**src/include/tcdm_params.svh**
```systemverilog
`ifndef TCDM_PARAMS_SVH
`define TCDM_PARAMS_SVH

// Word address into one bank, 1024 words
`define TCDM_ADDR_WIDTH 10

// Data word, only 32 bits are supported
`define TCDM_DATA_WIDTH 32

// Requesting core and transaction tag carried in the metadata
`define TCDM_CORE_ID_WIDTH 4
`define TCDM_TAG_WIDTH 4

// 1 puts a register between the AMO ALU and the SRAM write
`define TCDM_REGISTER_AMO 0

`endif

```
**src/source/tcdm_pkg.sv**
```systemverilog
`default_nettype none

`include "tcdm_params.svh"

package tcdm_pkg;

  // ------------------------------------------------------------------
  // Data path types
  // ------------------------------------------------------------------

  typedef logic [`TCDM_DATA_WIDTH-1:0]   tcdm_word_t;
  typedef logic [`TCDM_DATA_WIDTH/8-1:0] tcdm_be_t;
  typedef logic [`TCDM_ADDR_WIDTH-1:0]   tcdm_addr_t;

  // Travels with a request and comes back unchanged with its response
  typedef struct packed {
    logic [`TCDM_CORE_ID_WIDTH-1:0] core_id;
    logic [`TCDM_TAG_WIDTH-1:0]     tag;
  } tcdm_meta_t;

  // ------------------------------------------------------------------
  // Atomic opcodes
  // ------------------------------------------------------------------

  typedef enum logic [3:0] {
    AmoNone = 4'h0,
    AmoSwap = 4'h1,
    AmoAdd  = 4'h2,
    AmoAnd  = 4'h3,
    AmoOr   = 4'h4,
    AmoXor  = 4'h5,
    AmoMax  = 4'h6,
    AmoMaxu = 4'h7,
    AmoMin  = 4'h8,
    AmoMinu = 4'h9,
    AmoLr   = 4'hA,
    AmoSc   = 4'hB
  } amo_op_t;

endpackage

`default_nettype wire

```
**src/source/spill_register.sv**
```systemverilog
`timescale 1ns/1ps
`default_nettype none

module spill_register #(
  parameter type T = logic
) (
  input  logic clk_i,
  input  logic rst_ni,
  // Input side
  input  logic valid_i,
  output logic ready_o,
  input  T     data_i,
  // Output side
  output logic valid_o,
  input  logic ready_i,
  output T     data_o
);

  // Slot a takes new items, slot b holds an item the consumer refused
  logic a_full_q;
  logic b_full_q;
  T     a_data_q;
  T     b_data_q;
  logic a_fill;
  logic a_drain;
  logic b_fill;
  logic b_drain;

  assign a_fill  = valid_i && ready_o;
  // Slot a empties whenever b has room, either to the output or into b
  assign a_drain = a_full_q && !b_full_q;
  assign b_fill  = a_drain && !ready_i;
  assign b_drain = b_full_q && ready_i;

  always_ff @(posedge clk_i or negedge rst_ni) begin
    if (!rst_ni) begin
      a_full_q <= 1'b0;
      b_full_q <= 1'b0;
    end else begin
      a_full_q <= a_fill || (a_full_q && !a_drain);
      b_full_q <= b_fill || (b_full_q && !b_drain);
    end
  end

  // Payload slots
  always_ff @(posedge clk_i) begin
    if (a_fill) begin
      a_data_q <= data_i;
    end
    if (b_fill) begin
      b_data_q <= a_data_q;
    end
  end

  // Ready only looks at local state, so ready_i never reaches ready_o
  assign ready_o = !a_full_q || !b_full_q;
  // Older item sits in b when both are full
  assign valid_o = a_full_q || b_full_q;
  assign data_o  = b_full_q ? b_data_q : a_data_q;

endmodule

`default_nettype wire

```
**src/source/fall_through_register.sv**
```systemverilog
`timescale 1ns/1ps
`default_nettype none

module fall_through_register #(
  parameter type T = logic
) (
  input  logic clk_i,
  input  logic rst_ni,
  // Input side
  input  logic valid_i,
  output logic ready_o,
  input  T     data_i,
  // Output side
  output logic valid_o,
  input  logic ready_i,
  output T     data_o
);

  logic full_q;
  T     data_q;
  logic capture;

  // Input goes straight out while empty
  assign valid_o = full_q || valid_i;
  assign data_o  = full_q ? data_q : data_i;
  assign ready_o = !full_q;

  // Keep the item only if nobody took it this cycle
  assign capture = valid_i && !full_q && !ready_i;

  always_ff @(posedge clk_i or negedge rst_ni) begin
    if (!rst_ni) begin
      full_q <= 1'b0;
    end else if (capture) begin
      full_q <= 1'b1;
    end else if (full_q && ready_i) begin
      full_q <= 1'b0;
    end
  end

  // Held word
  always_ff @(posedge clk_i) begin
    if (capture) begin
      data_q <= data_i;
    end
  end

endmodule

`default_nettype wire

```
**src/source/amo_alu.sv**
```systemverilog
`timescale 1ns/1ps
`default_nettype none

module amo_alu (
  input  tcdm_pkg::amo_op_t    op_i,
  input  tcdm_pkg::tcdm_word_t mem_word_i,
  input  tcdm_pkg::tcdm_word_t operand_i,
  output tcdm_pkg::tcdm_word_t result_o
);

  import tcdm_pkg::*;

  localparam int unsigned W = $bits(tcdm_word_t);

  logic         cmp_signed;
  logic [W:0]   cmp_a;
  logic [W:0]   cmp_b;
  logic [W:0]   cmp_diff;
  logic         mem_lt_op;
  tcdm_word_t   sum;

  // ------------------------------------------------------------------
  // Shared comparator
  // ------------------------------------------------------------------

  // Sign extend for max/min, zero extend for the unsigned pair
  assign cmp_signed = (op_i == AmoMax) || (op_i == AmoMin);
  assign cmp_a      = {cmp_signed & mem_word_i[W-1], mem_word_i};
  assign cmp_b      = {cmp_signed & operand_i[W-1], operand_i};

  // Difference always fits in W+1 bits, so its top bit is the sign
  assign cmp_diff  = cmp_a - cmp_b;
  assign mem_lt_op = cmp_diff[W];

  assign sum = mem_word_i + operand_i;

  // ------------------------------------------------------------------
  // Result select
  // ------------------------------------------------------------------

  always_comb begin
    // Swap and anything unexpected write the operand
    result_o = operand_i;
    case (op_i)
      AmoAdd:  result_o = sum;
      AmoAnd:  result_o = mem_word_i & operand_i;
      AmoOr:   result_o = mem_word_i | operand_i;
      AmoXor:  result_o = mem_word_i ^ operand_i;
      // Larger of the two
      AmoMax,
      AmoMaxu: result_o = mem_lt_op ? operand_i : mem_word_i;
      // Smaller of the two
      AmoMin,
      AmoMinu: result_o = mem_lt_op ? mem_word_i : operand_i;
      default: result_o = operand_i;
    endcase
  end

endmodule

`default_nettype wire

```
**src/source/tcdm_adapter.sv**
```systemverilog
`timescale 1ns/1ps
`default_nettype none

`include "tcdm_params.svh"

module tcdm_adapter #(
  // Extra cycle between ALU and write-back
  parameter bit RegisterAmo = 1'b0
) (
  input  logic                 clk_i,
  input  logic                 rst_ni,
  // Request from the interconnect
  input  logic                 in_valid_i,
  output logic                 in_ready_o,
  input  tcdm_pkg::tcdm_addr_t in_addr_i,
  input  tcdm_pkg::amo_op_t    in_amo_i,
  input  logic                 in_write_i,
  input  tcdm_pkg::tcdm_word_t in_wdata_i,
  input  tcdm_pkg::tcdm_be_t   in_be_i,
  input  tcdm_pkg::tcdm_meta_t in_meta_i,
  // Response to the interconnect
  output logic                 in_valid_o,
  input  logic                 in_ready_i,
  output tcdm_pkg::tcdm_word_t in_rdata_o,
  output tcdm_pkg::tcdm_meta_t in_meta_o,
  // SRAM command, fixed one cycle read latency
  output logic                 mem_req_o,
  output logic                 mem_write_o,
  output tcdm_pkg::tcdm_addr_t mem_addr_o,
  output tcdm_pkg::tcdm_word_t mem_wdata_o,
  output tcdm_pkg::tcdm_be_t   mem_be_o,
  input  tcdm_pkg::tcdm_word_t mem_rdata_i
);

  import tcdm_pkg::*;

  typedef enum logic [1:0] {
    Idle,
    DoAmo,
    WriteBackAmo
  } state_e;

  state_e state_q;
  state_e state_d;

  // Request decode
  logic accept;
  logic is_store;
  logic is_amo;
  logic wb_cycle;

  // Response path
  logic       meta_ready;
  logic       meta_valid;
  logic       rdata_ready;
  logic       rdata_valid;
  logic       pop_resp;
  logic       rsp_push_q;
  tcdm_word_t rsp_word;

  // LR/SC
  logic                           sc_successful;
  logic                           sc_q;
  logic                           sc_ok_q;
  logic                           resv_valid_q;
  logic                           resv_valid_d;
  tcdm_addr_t                     resv_addr_q;
  tcdm_addr_t                     resv_addr_d;
  logic [`TCDM_CORE_ID_WIDTH-1:0] resv_core_q;
  logic [`TCDM_CORE_ID_WIDTH-1:0] resv_core_d;

  // Latched atomic
  amo_op_t    amo_op_q;
  tcdm_addr_t amo_addr_q;
  tcdm_word_t amo_operand_q;
  tcdm_word_t amo_result;
  tcdm_word_t amo_wb_data;

  // Plain store carries no response, atomics need a write-back
  assign is_store = in_write_i && (in_amo_i == AmoNone);
  assign is_amo   = !(in_amo_i inside {AmoNone, AmoLr, AmoSc});

  // Stall on a refused response, or while the AMO owns the SRAM
  assign in_ready_o = (state_q == Idle) && meta_ready && (rdata_ready || in_ready_i)
                      && !(in_valid_o && !in_ready_i);
  assign accept     = in_valid_i && in_ready_o;

  // ------------------------------------------------------------------
  // Response registers
  // ------------------------------------------------------------------

  // Metadata of every request that expects an answer
  spill_register #(
    .T (tcdm_meta_t)
  ) i_meta_register (
    .clk_i   (clk_i),
    .rst_ni  (rst_ni),
    .valid_i (accept && !is_store),
    .ready_o (meta_ready),
    .data_i  (in_meta_i),
    .valid_o (meta_valid),
    .ready_i (pop_resp),
    .data_o  (in_meta_o)
  );

  // One cycle after a read or SC, the answer word arrives
  always_ff @(posedge clk_i or negedge rst_ni) begin
    if (!rst_ni) begin
      rsp_push_q <= 1'b0;
      sc_q       <= 1'b0;
      sc_ok_q    <= 1'b0;
    end else begin
      rsp_push_q <= accept && !is_store;
      sc_q       <= accept && (in_amo_i == AmoSc);
      sc_ok_q    <= sc_successful;
    end
  end

  // SC answers 0 on success, 1 on failure
  assign rsp_word = sc_q ? {{(`TCDM_DATA_WIDTH-1){1'b0}}, !sc_ok_q} : mem_rdata_i;

  fall_through_register #(
    .T (tcdm_word_t)
  ) i_rdata_register (
    .clk_i   (clk_i),
    .rst_ni  (rst_ni),
    .valid_i (rsp_push_q),
    .ready_o (rdata_ready),
    .data_i  (rsp_word),
    .valid_o (rdata_valid),
    .ready_i (pop_resp),
    .data_o  (in_rdata_o)
  );

  // Both halves pop together
  assign in_valid_o = meta_valid && rdata_valid;
  assign pop_resp   = in_valid_o && in_ready_i;

  // ------------------------------------------------------------------
  // Reservation tracking
  // ------------------------------------------------------------------

  always_comb begin
    resv_valid_d  = resv_valid_q;
    resv_addr_d   = resv_addr_q;
    resv_core_d   = resv_core_q;
    sc_successful = 1'b0;
    if (accept) begin
      // LR may not steal another core's reservation
      if ((in_amo_i == AmoLr) && (!resv_valid_q || (resv_core_q == in_meta_i.core_id))) begin
        resv_valid_d = 1'b1;
        resv_addr_d  = in_addr_i;
        resv_core_d  = in_meta_i.core_id;
      end
      // Foreign write to the reserved word
      if ((resv_core_q != in_meta_i.core_id) && (resv_addr_q == in_addr_i)
          && (is_store || is_amo)) begin
        resv_valid_d = 1'b0;
      end
      // Owner's SC always ends the reservation
      if (resv_valid_q && (in_amo_i == AmoSc) && (resv_core_q == in_meta_i.core_id)) begin
        resv_valid_d  = 1'b0;
        sc_successful = (resv_addr_q == in_addr_i);
      end
    end
  end

  always_ff @(posedge clk_i or negedge rst_ni) begin
    if (!rst_ni) begin
      resv_valid_q <= 1'b0;
      resv_addr_q  <= '0;
      resv_core_q  <= '0;
    end else begin
      resv_valid_q <= resv_valid_d;
      resv_addr_q  <= resv_addr_d;
      resv_core_q  <= resv_core_d;
    end
  end

  // ------------------------------------------------------------------
  // Atomic sequencer
  // ------------------------------------------------------------------

  always_comb begin
    state_d = state_q;
    case (state_q)
      Idle:         if (accept && is_amo) state_d = DoAmo;
      DoAmo:        state_d = RegisterAmo ? WriteBackAmo : Idle;
      WriteBackAmo: state_d = Idle;
      default:      state_d = Idle;
    endcase
  end

  always_ff @(posedge clk_i or negedge rst_ni) begin
    if (!rst_ni) begin
      state_q <= Idle;
    end else begin
      state_q <= state_d;
    end
  end

  // Opcode, address and operand of the atomic in flight
  always_ff @(posedge clk_i) begin
    if (accept && is_amo) begin
      amo_op_q      <= in_amo_i;
      amo_addr_q    <= in_addr_i;
      amo_operand_q <= in_wdata_i;
    end
  end

  // Old word is on mem_rdata_i during DoAmo
  amo_alu i_amo_alu (
    .op_i       (amo_op_q),
    .mem_word_i (mem_rdata_i),
    .operand_i  (amo_operand_q),
    .result_o   (amo_result)
  );

  if (RegisterAmo) begin : gen_amo_reg
    always_ff @(posedge clk_i) begin
      if (state_q == DoAmo) begin
        amo_wb_data <= amo_result;
      end
    end
  end else begin : gen_amo_direct
    assign amo_wb_data = amo_result;
  end

  assign wb_cycle = (state_q == WriteBackAmo) || ((state_q == DoAmo) && !RegisterAmo);

  // ------------------------------------------------------------------
  // SRAM command
  // ------------------------------------------------------------------

  always_comb begin
    if (wb_cycle) begin
      // Full word write-back of the ALU result
      mem_req_o   = 1'b1;
      mem_write_o = 1'b1;
      mem_addr_o  = amo_addr_q;
      mem_wdata_o = amo_wb_data;
      mem_be_o    = '1;
    end else begin
      // Pass-through, SC writes only on success
      mem_req_o   = accept;
      mem_write_o = is_store || sc_successful;
      mem_addr_o  = in_addr_i;
      mem_wdata_o = in_wdata_i;
      mem_be_o    = in_be_i;
    end
  end

endmodule

`default_nettype wire

```
**config.mk**
```make
export PLATFORM = sky130hd
export DESIGN_NAME = tcdm_adapter
export DESIGN_NICKNAME = d
export VERILOG_FILES = /design/src/source/tcdm_pkg.sv /design/src/source/spill_register.sv /design/src/source/fall_through_register.sv /design/src/source/amo_alu.sv /design/src/source/tcdm_adapter.sv
export VERILOG_INCLUDE_DIRS = /design/src /design/src/include
export SDC_FILE = /design/constraint.sdc
export NUM_CORES = 1
export LEC_CHECK = 0
export BUFFER_PORTS_ARGS = -buffer_cell sky130_fd_sc_hd__buf_2
export CAP_MARGIN = 40
export CORE_ASPECT_RATIO = 0.8
export CORE_MARGIN = 5
export CORE_UTILIZATION = 60
export CTS_CLUSTER_SIZE = 40
export DETAILED_ROUTE_END_ITERATION = 10
export PLACE_DENSITY = 0.85
export SYNTH_ARGS = -nofsm -noshare
export SYNTH_HDL_FRONTEND = slang
export SYNTH_SLANG_ARGS = --single-unit
```
**constraint.sdc**
```tcl
create_clock -name clk_i -period 9.6 [get_ports clk_i]
set_clock_uncertainty 0.1 [all_clocks]
set_input_delay 0.48 -clock clk_i [delete_from_list [all_inputs] [get_ports clk_i]]
set_output_delay 0.48 -clock clk_i [all_outputs]
set_load 0.02 [all_outputs]
```
==> impl_metrics.py <==
metrics = {
    "synth": {
        "synth_cell_type_count": 67,
        "synth-seq-cells": 116,
        "avgSynthCellArea_sq_um": 8.81,
        "synthesis.area_sq_um": 9720,
        "synth_edf_count": 94,
        "synth-main-ff-cell": "edfxtp_1",
        "yosysWarnings": 0,
        "ys_async_sr_fraction": 0.190,
        "ys_seq_area_frac": 0.347,
        "synth_nets": 1295,
        "syn_inst": 1103,
    },
    "cells_and_area": {
        "nets": 1442,
        "drive_gt1_frac": 0.234,
        "mostFrequentLayoutCell": "buf_2",
        "synthToLayoutAreaGrowth_pct": 16.6,
        "layout_common_cells": "185 x buf_2, 96 x ha_1, 94 x nand2_1, 94 x edfxtp_1, 89 x nor2_1",
        "utilization": 0.715,
    },
    "clock_tree": {
        "numCtsBuffers": 17,
        "cts_tree": "yes",
        "cts_setup_buffers": 0,
        "cts_root_buf": "clkbuf_16",
        "clk_pin_slew_ns": 0.07,
        "clkSinkCount": 116,
        "cts_resized": 0,
        "cts_max_path_buffers": 2,
        "h-tree-depth": 4,
        "insertion_delay_ns": 0.44,
    },
    "global_route": {
        "grt_overflow": 0,
        "antenna_found_initial": 4,
        "grt_pass1_vias": 8779,
        "grt_max_degree": 88,
        "grt_pass1_wl_microns": 44600,
        "grt_usage": 0.293,
    },
    "place": {
        "numPortBuffers": 184,
        "gp_congestion": 0.982,
        "hpwl_microns": 19900,
    },
    "pwr": {
        "power_switching_mw": 1.24,
        "p_comb_frac": 0.491,
        "swShare": 0.456,
        "power.share.clock": 0.232,
        "p_leak_nw": 4.88,
        "p_int_mw": 1.48,
        "power_frac_seq": 0.277,
        "cellPowerDensity_nw_per_um2": 240,
        "peakVddDrop_mv": 0.161,
    },
    "floorplanning": {
        "initial_core_util": 0.613,
        "fp.dieH_microns": 124,
        "core_area_sq_um": 15900,
        "io_pins": 185,
        "die_w_microns": 152,
        "die_area_sq_um": 18900,
        "rows": 41,
    },
    "routing": {
        "viasPerCell": 6.23,
        "drt.antenna.violating_nets": 0,
        "finalWirelength_microns": 28300,
        "route.detailed.drc": 0,
        "vias": 9217,
        "dr.first_iter.drc_count": 929,
        "wl_per_cell_microns": 19.1,
        "dr.pass1.iters": 6,
    },
    "critical_path": {
        "worstSetupStartpointType": "flip-flop",
        "rr_startpoint": "state_q[0]$_DFFE_PN0P_",
        "r2r_slack_ns": 6.83,
        "worstPathCellList": "inv_1, ha_1, nor4_2, nand4_1, o311ai_2, xnor2_1, mux2i_2, buf_4, a221oi_2, a221oi_2, buf_2",
        "path_class": "reg -> out",
        "rr_endpoint": "resv_addr_q[7]$_DFFE_PN0P_",
        "reg2regPathDepth": 6,
        "crit_path_max_fanout": 19,
        "worstPathArrival_ns": 5.08,
        "worst_path_max_delay_cell": "o311ai_2",
        "cp_common_cell": "a221oi_2",
        "max_stage_delay_ns": 0.85,
        "critPathRequiredTime_ns": 9.02,
        "cp-end-kind": "output pin",
    },
    "hold_path": {
        "holdCritPathClass": "in -> reg",
        "hold_depth": 1,
        "min-delay-start": "in_meta_i[0]",
        "whs_endpoint": "i_meta_register.a_data_q[0]$_DFFE_PP_",
    },
    "run": {
        "cap_violations": 0,
    },
    "sta": {
        "hold_viol": 0,
        "worst_slew_pin_slew_ns": 0.925,
        "rsz0062_at_grt": "false",
        "fmax_mhz": 177,
        "period_minus_slack_ns": 5.66,
        "timing.final.crit_share": 0.590,
        "slew_headroom": 0.383,
        "setup_violations": 0,
        "fin_setup_tns_ns": 0,
        "finalMaxSlewViolations": 0,
    },
    "outcome": {
        "status": "finished, final reports clean",
    },
}
-- layout make-up --
cell class / instances / area (sq um)
repair buffers: 200 / 1060
clock inverters: 15 / 158
fillers: 1226 / 4510
flip-flops and latches: 116 / 3380
multi-input cells: 826 / 5710
inverters: 89 / 334
clock buffers: 17 / 425
well taps: 215 / 269
diodes: 1 / 2.50
-- critical path: cells and delay by family, from the launching register on --
family                   cells  cell delay (ns)
AND/OR/NAND/NOR              2             0.59
adder cells (fa/ha/maj)      1             0.34
buffers and inverters        3             0.86
multiplexers                 1             0.77
AO/OA/AOI/OAI                3             1.35
XOR/XNOR                     1             0.23
flip-flops                   1             0.47
-- power by group through the flow --
stage	clock network (mW)	logic, mW	registers (mW)
5_1_grt	0.663	1.45	0.767
4_1_cts	0.636	1.33	0.754
3_5_place_dp	0	1.32	0.763
6_report	0.631	1.34	0.755
3_3_place_gp	0	1.29	0.756
2_1_floorplan	0	0.946	0.740
-- cells by family (layout without fill, tap and decap cells) --
group | Yosys count | in the layout | share of synthesized area
AOI/OAI and AO/OA | 346 | 346 | 0.234
muxes | 39 | 39 | 0.0448
buffers and inverters | 161 | 321 | 0.0681
and+or+nand+nor | 315 | 315 | 0.154
xor gates and xnor gates | 29 | 29 | 0.0261
DFF | 116 | 116 | 0.347
adders and majority gates | 97 | 97 | 0.126
other | 0 | 1 | 0
-- state kept, by name, indices dropped and copies added (netlist names) --
register / count
i_meta_register.b_full_q: 1
sc_q: 1
i_rdata_register.data_q: 32
i_meta_register.b_data_q: 8
amo_op_q: 4
sc_ok_q: 1
resv_addr_q: 10
amo_operand_q: 32
resv_core_q: 4
amo_addr_q: 10
rsp_push_q: 1
state_q: 1
i_rdata_register.full_q: 1
i_meta_register.a_data_q: 8
resv_valid_q: 1
i_meta_register.a_full_q: 1
-- per-layer routing --
layer,routed length [microns],share of wire,vias up,global-route usage
met2,12900,0.45,485,0.480
met4,916,0.032,8,0.113
met5,40,0.0014,-,0
li1,-,-,4341,-
met3,2870,0.10,94,0.0795
met1,11600,0.41,4289,0.375
-- cell usage after synthesis (all sizes together) (21+ instances only) --
| cell | number | area share |
|---|---|---|
| nand3 | 39 | 0.020 |
| buf | 21 | 0.014 |
| clkbuf | 51 | 0.020 |
| o31ai | 41 | 0.032 |
| o21ai | 81 | 0.042 |
| nor2 | 90 | 0.035 |
| nor3 | 22 | 0.011 |
| edfxtp | 94 | 0.29 |
| inv | 89 | 0.034 |
| ha | 96 | 0.12 |
| mux2 | 33 | 0.038 |
| a21oi | 88 | 0.046 |
| dfrtp | 22 | 0.057 |
| nand2 | 95 | 0.037 |
-- stage by stage --
stage | instance area [sq um] | std cells | power (mW) | setup WS [ns] | hold slack, ns
final | 11300 | 1479 | 2.73 | 3.94 | 0.122
after global routing | 11300 | 1478 | 2.88 | 3.58 | 0.106
after CTS | 11300 | 1478 | 2.72 | 4.04 | 0.114
after detailed placement | 10700 | 1445 | 2.08 | 4.31 | 0.333
after global placement | 10700 | 1442 | 2.05 | 4.44 | 0.325
after floorplan | 9720 | 1103 | 1.69 | 5.80 | 0.0844
-- worst max-delay path by stage --
stage | from | endpoint | cells after the start
global placement | mem_rdata_i[30] | mem_wdata_o[30] | 12
detailed placement | mem_rdata_i[30] | mem_wdata_o[13] | 11
global route | amo_operand_q[31]$_DFFE_PP_ | mem_wdata_o[13] | 10
floorplan | in_ready_i | amo_addr_q[0]$_DFFE_PP_ | 6
CTS | amo_operand_q[31]$_DFFE_PP_ | mem_wdata_o[30] | 11
finish | amo_operand_q[31]$_DFFE_PP_ | mem_wdata_o[30] | 11
-- timing repair --
action	4_1_cts	5_1_grt
setup endpoints to repair	0	0
endpoints found under the hold margin	22	0
hold buffers	1	0
(Power assumes the default switching activity.)
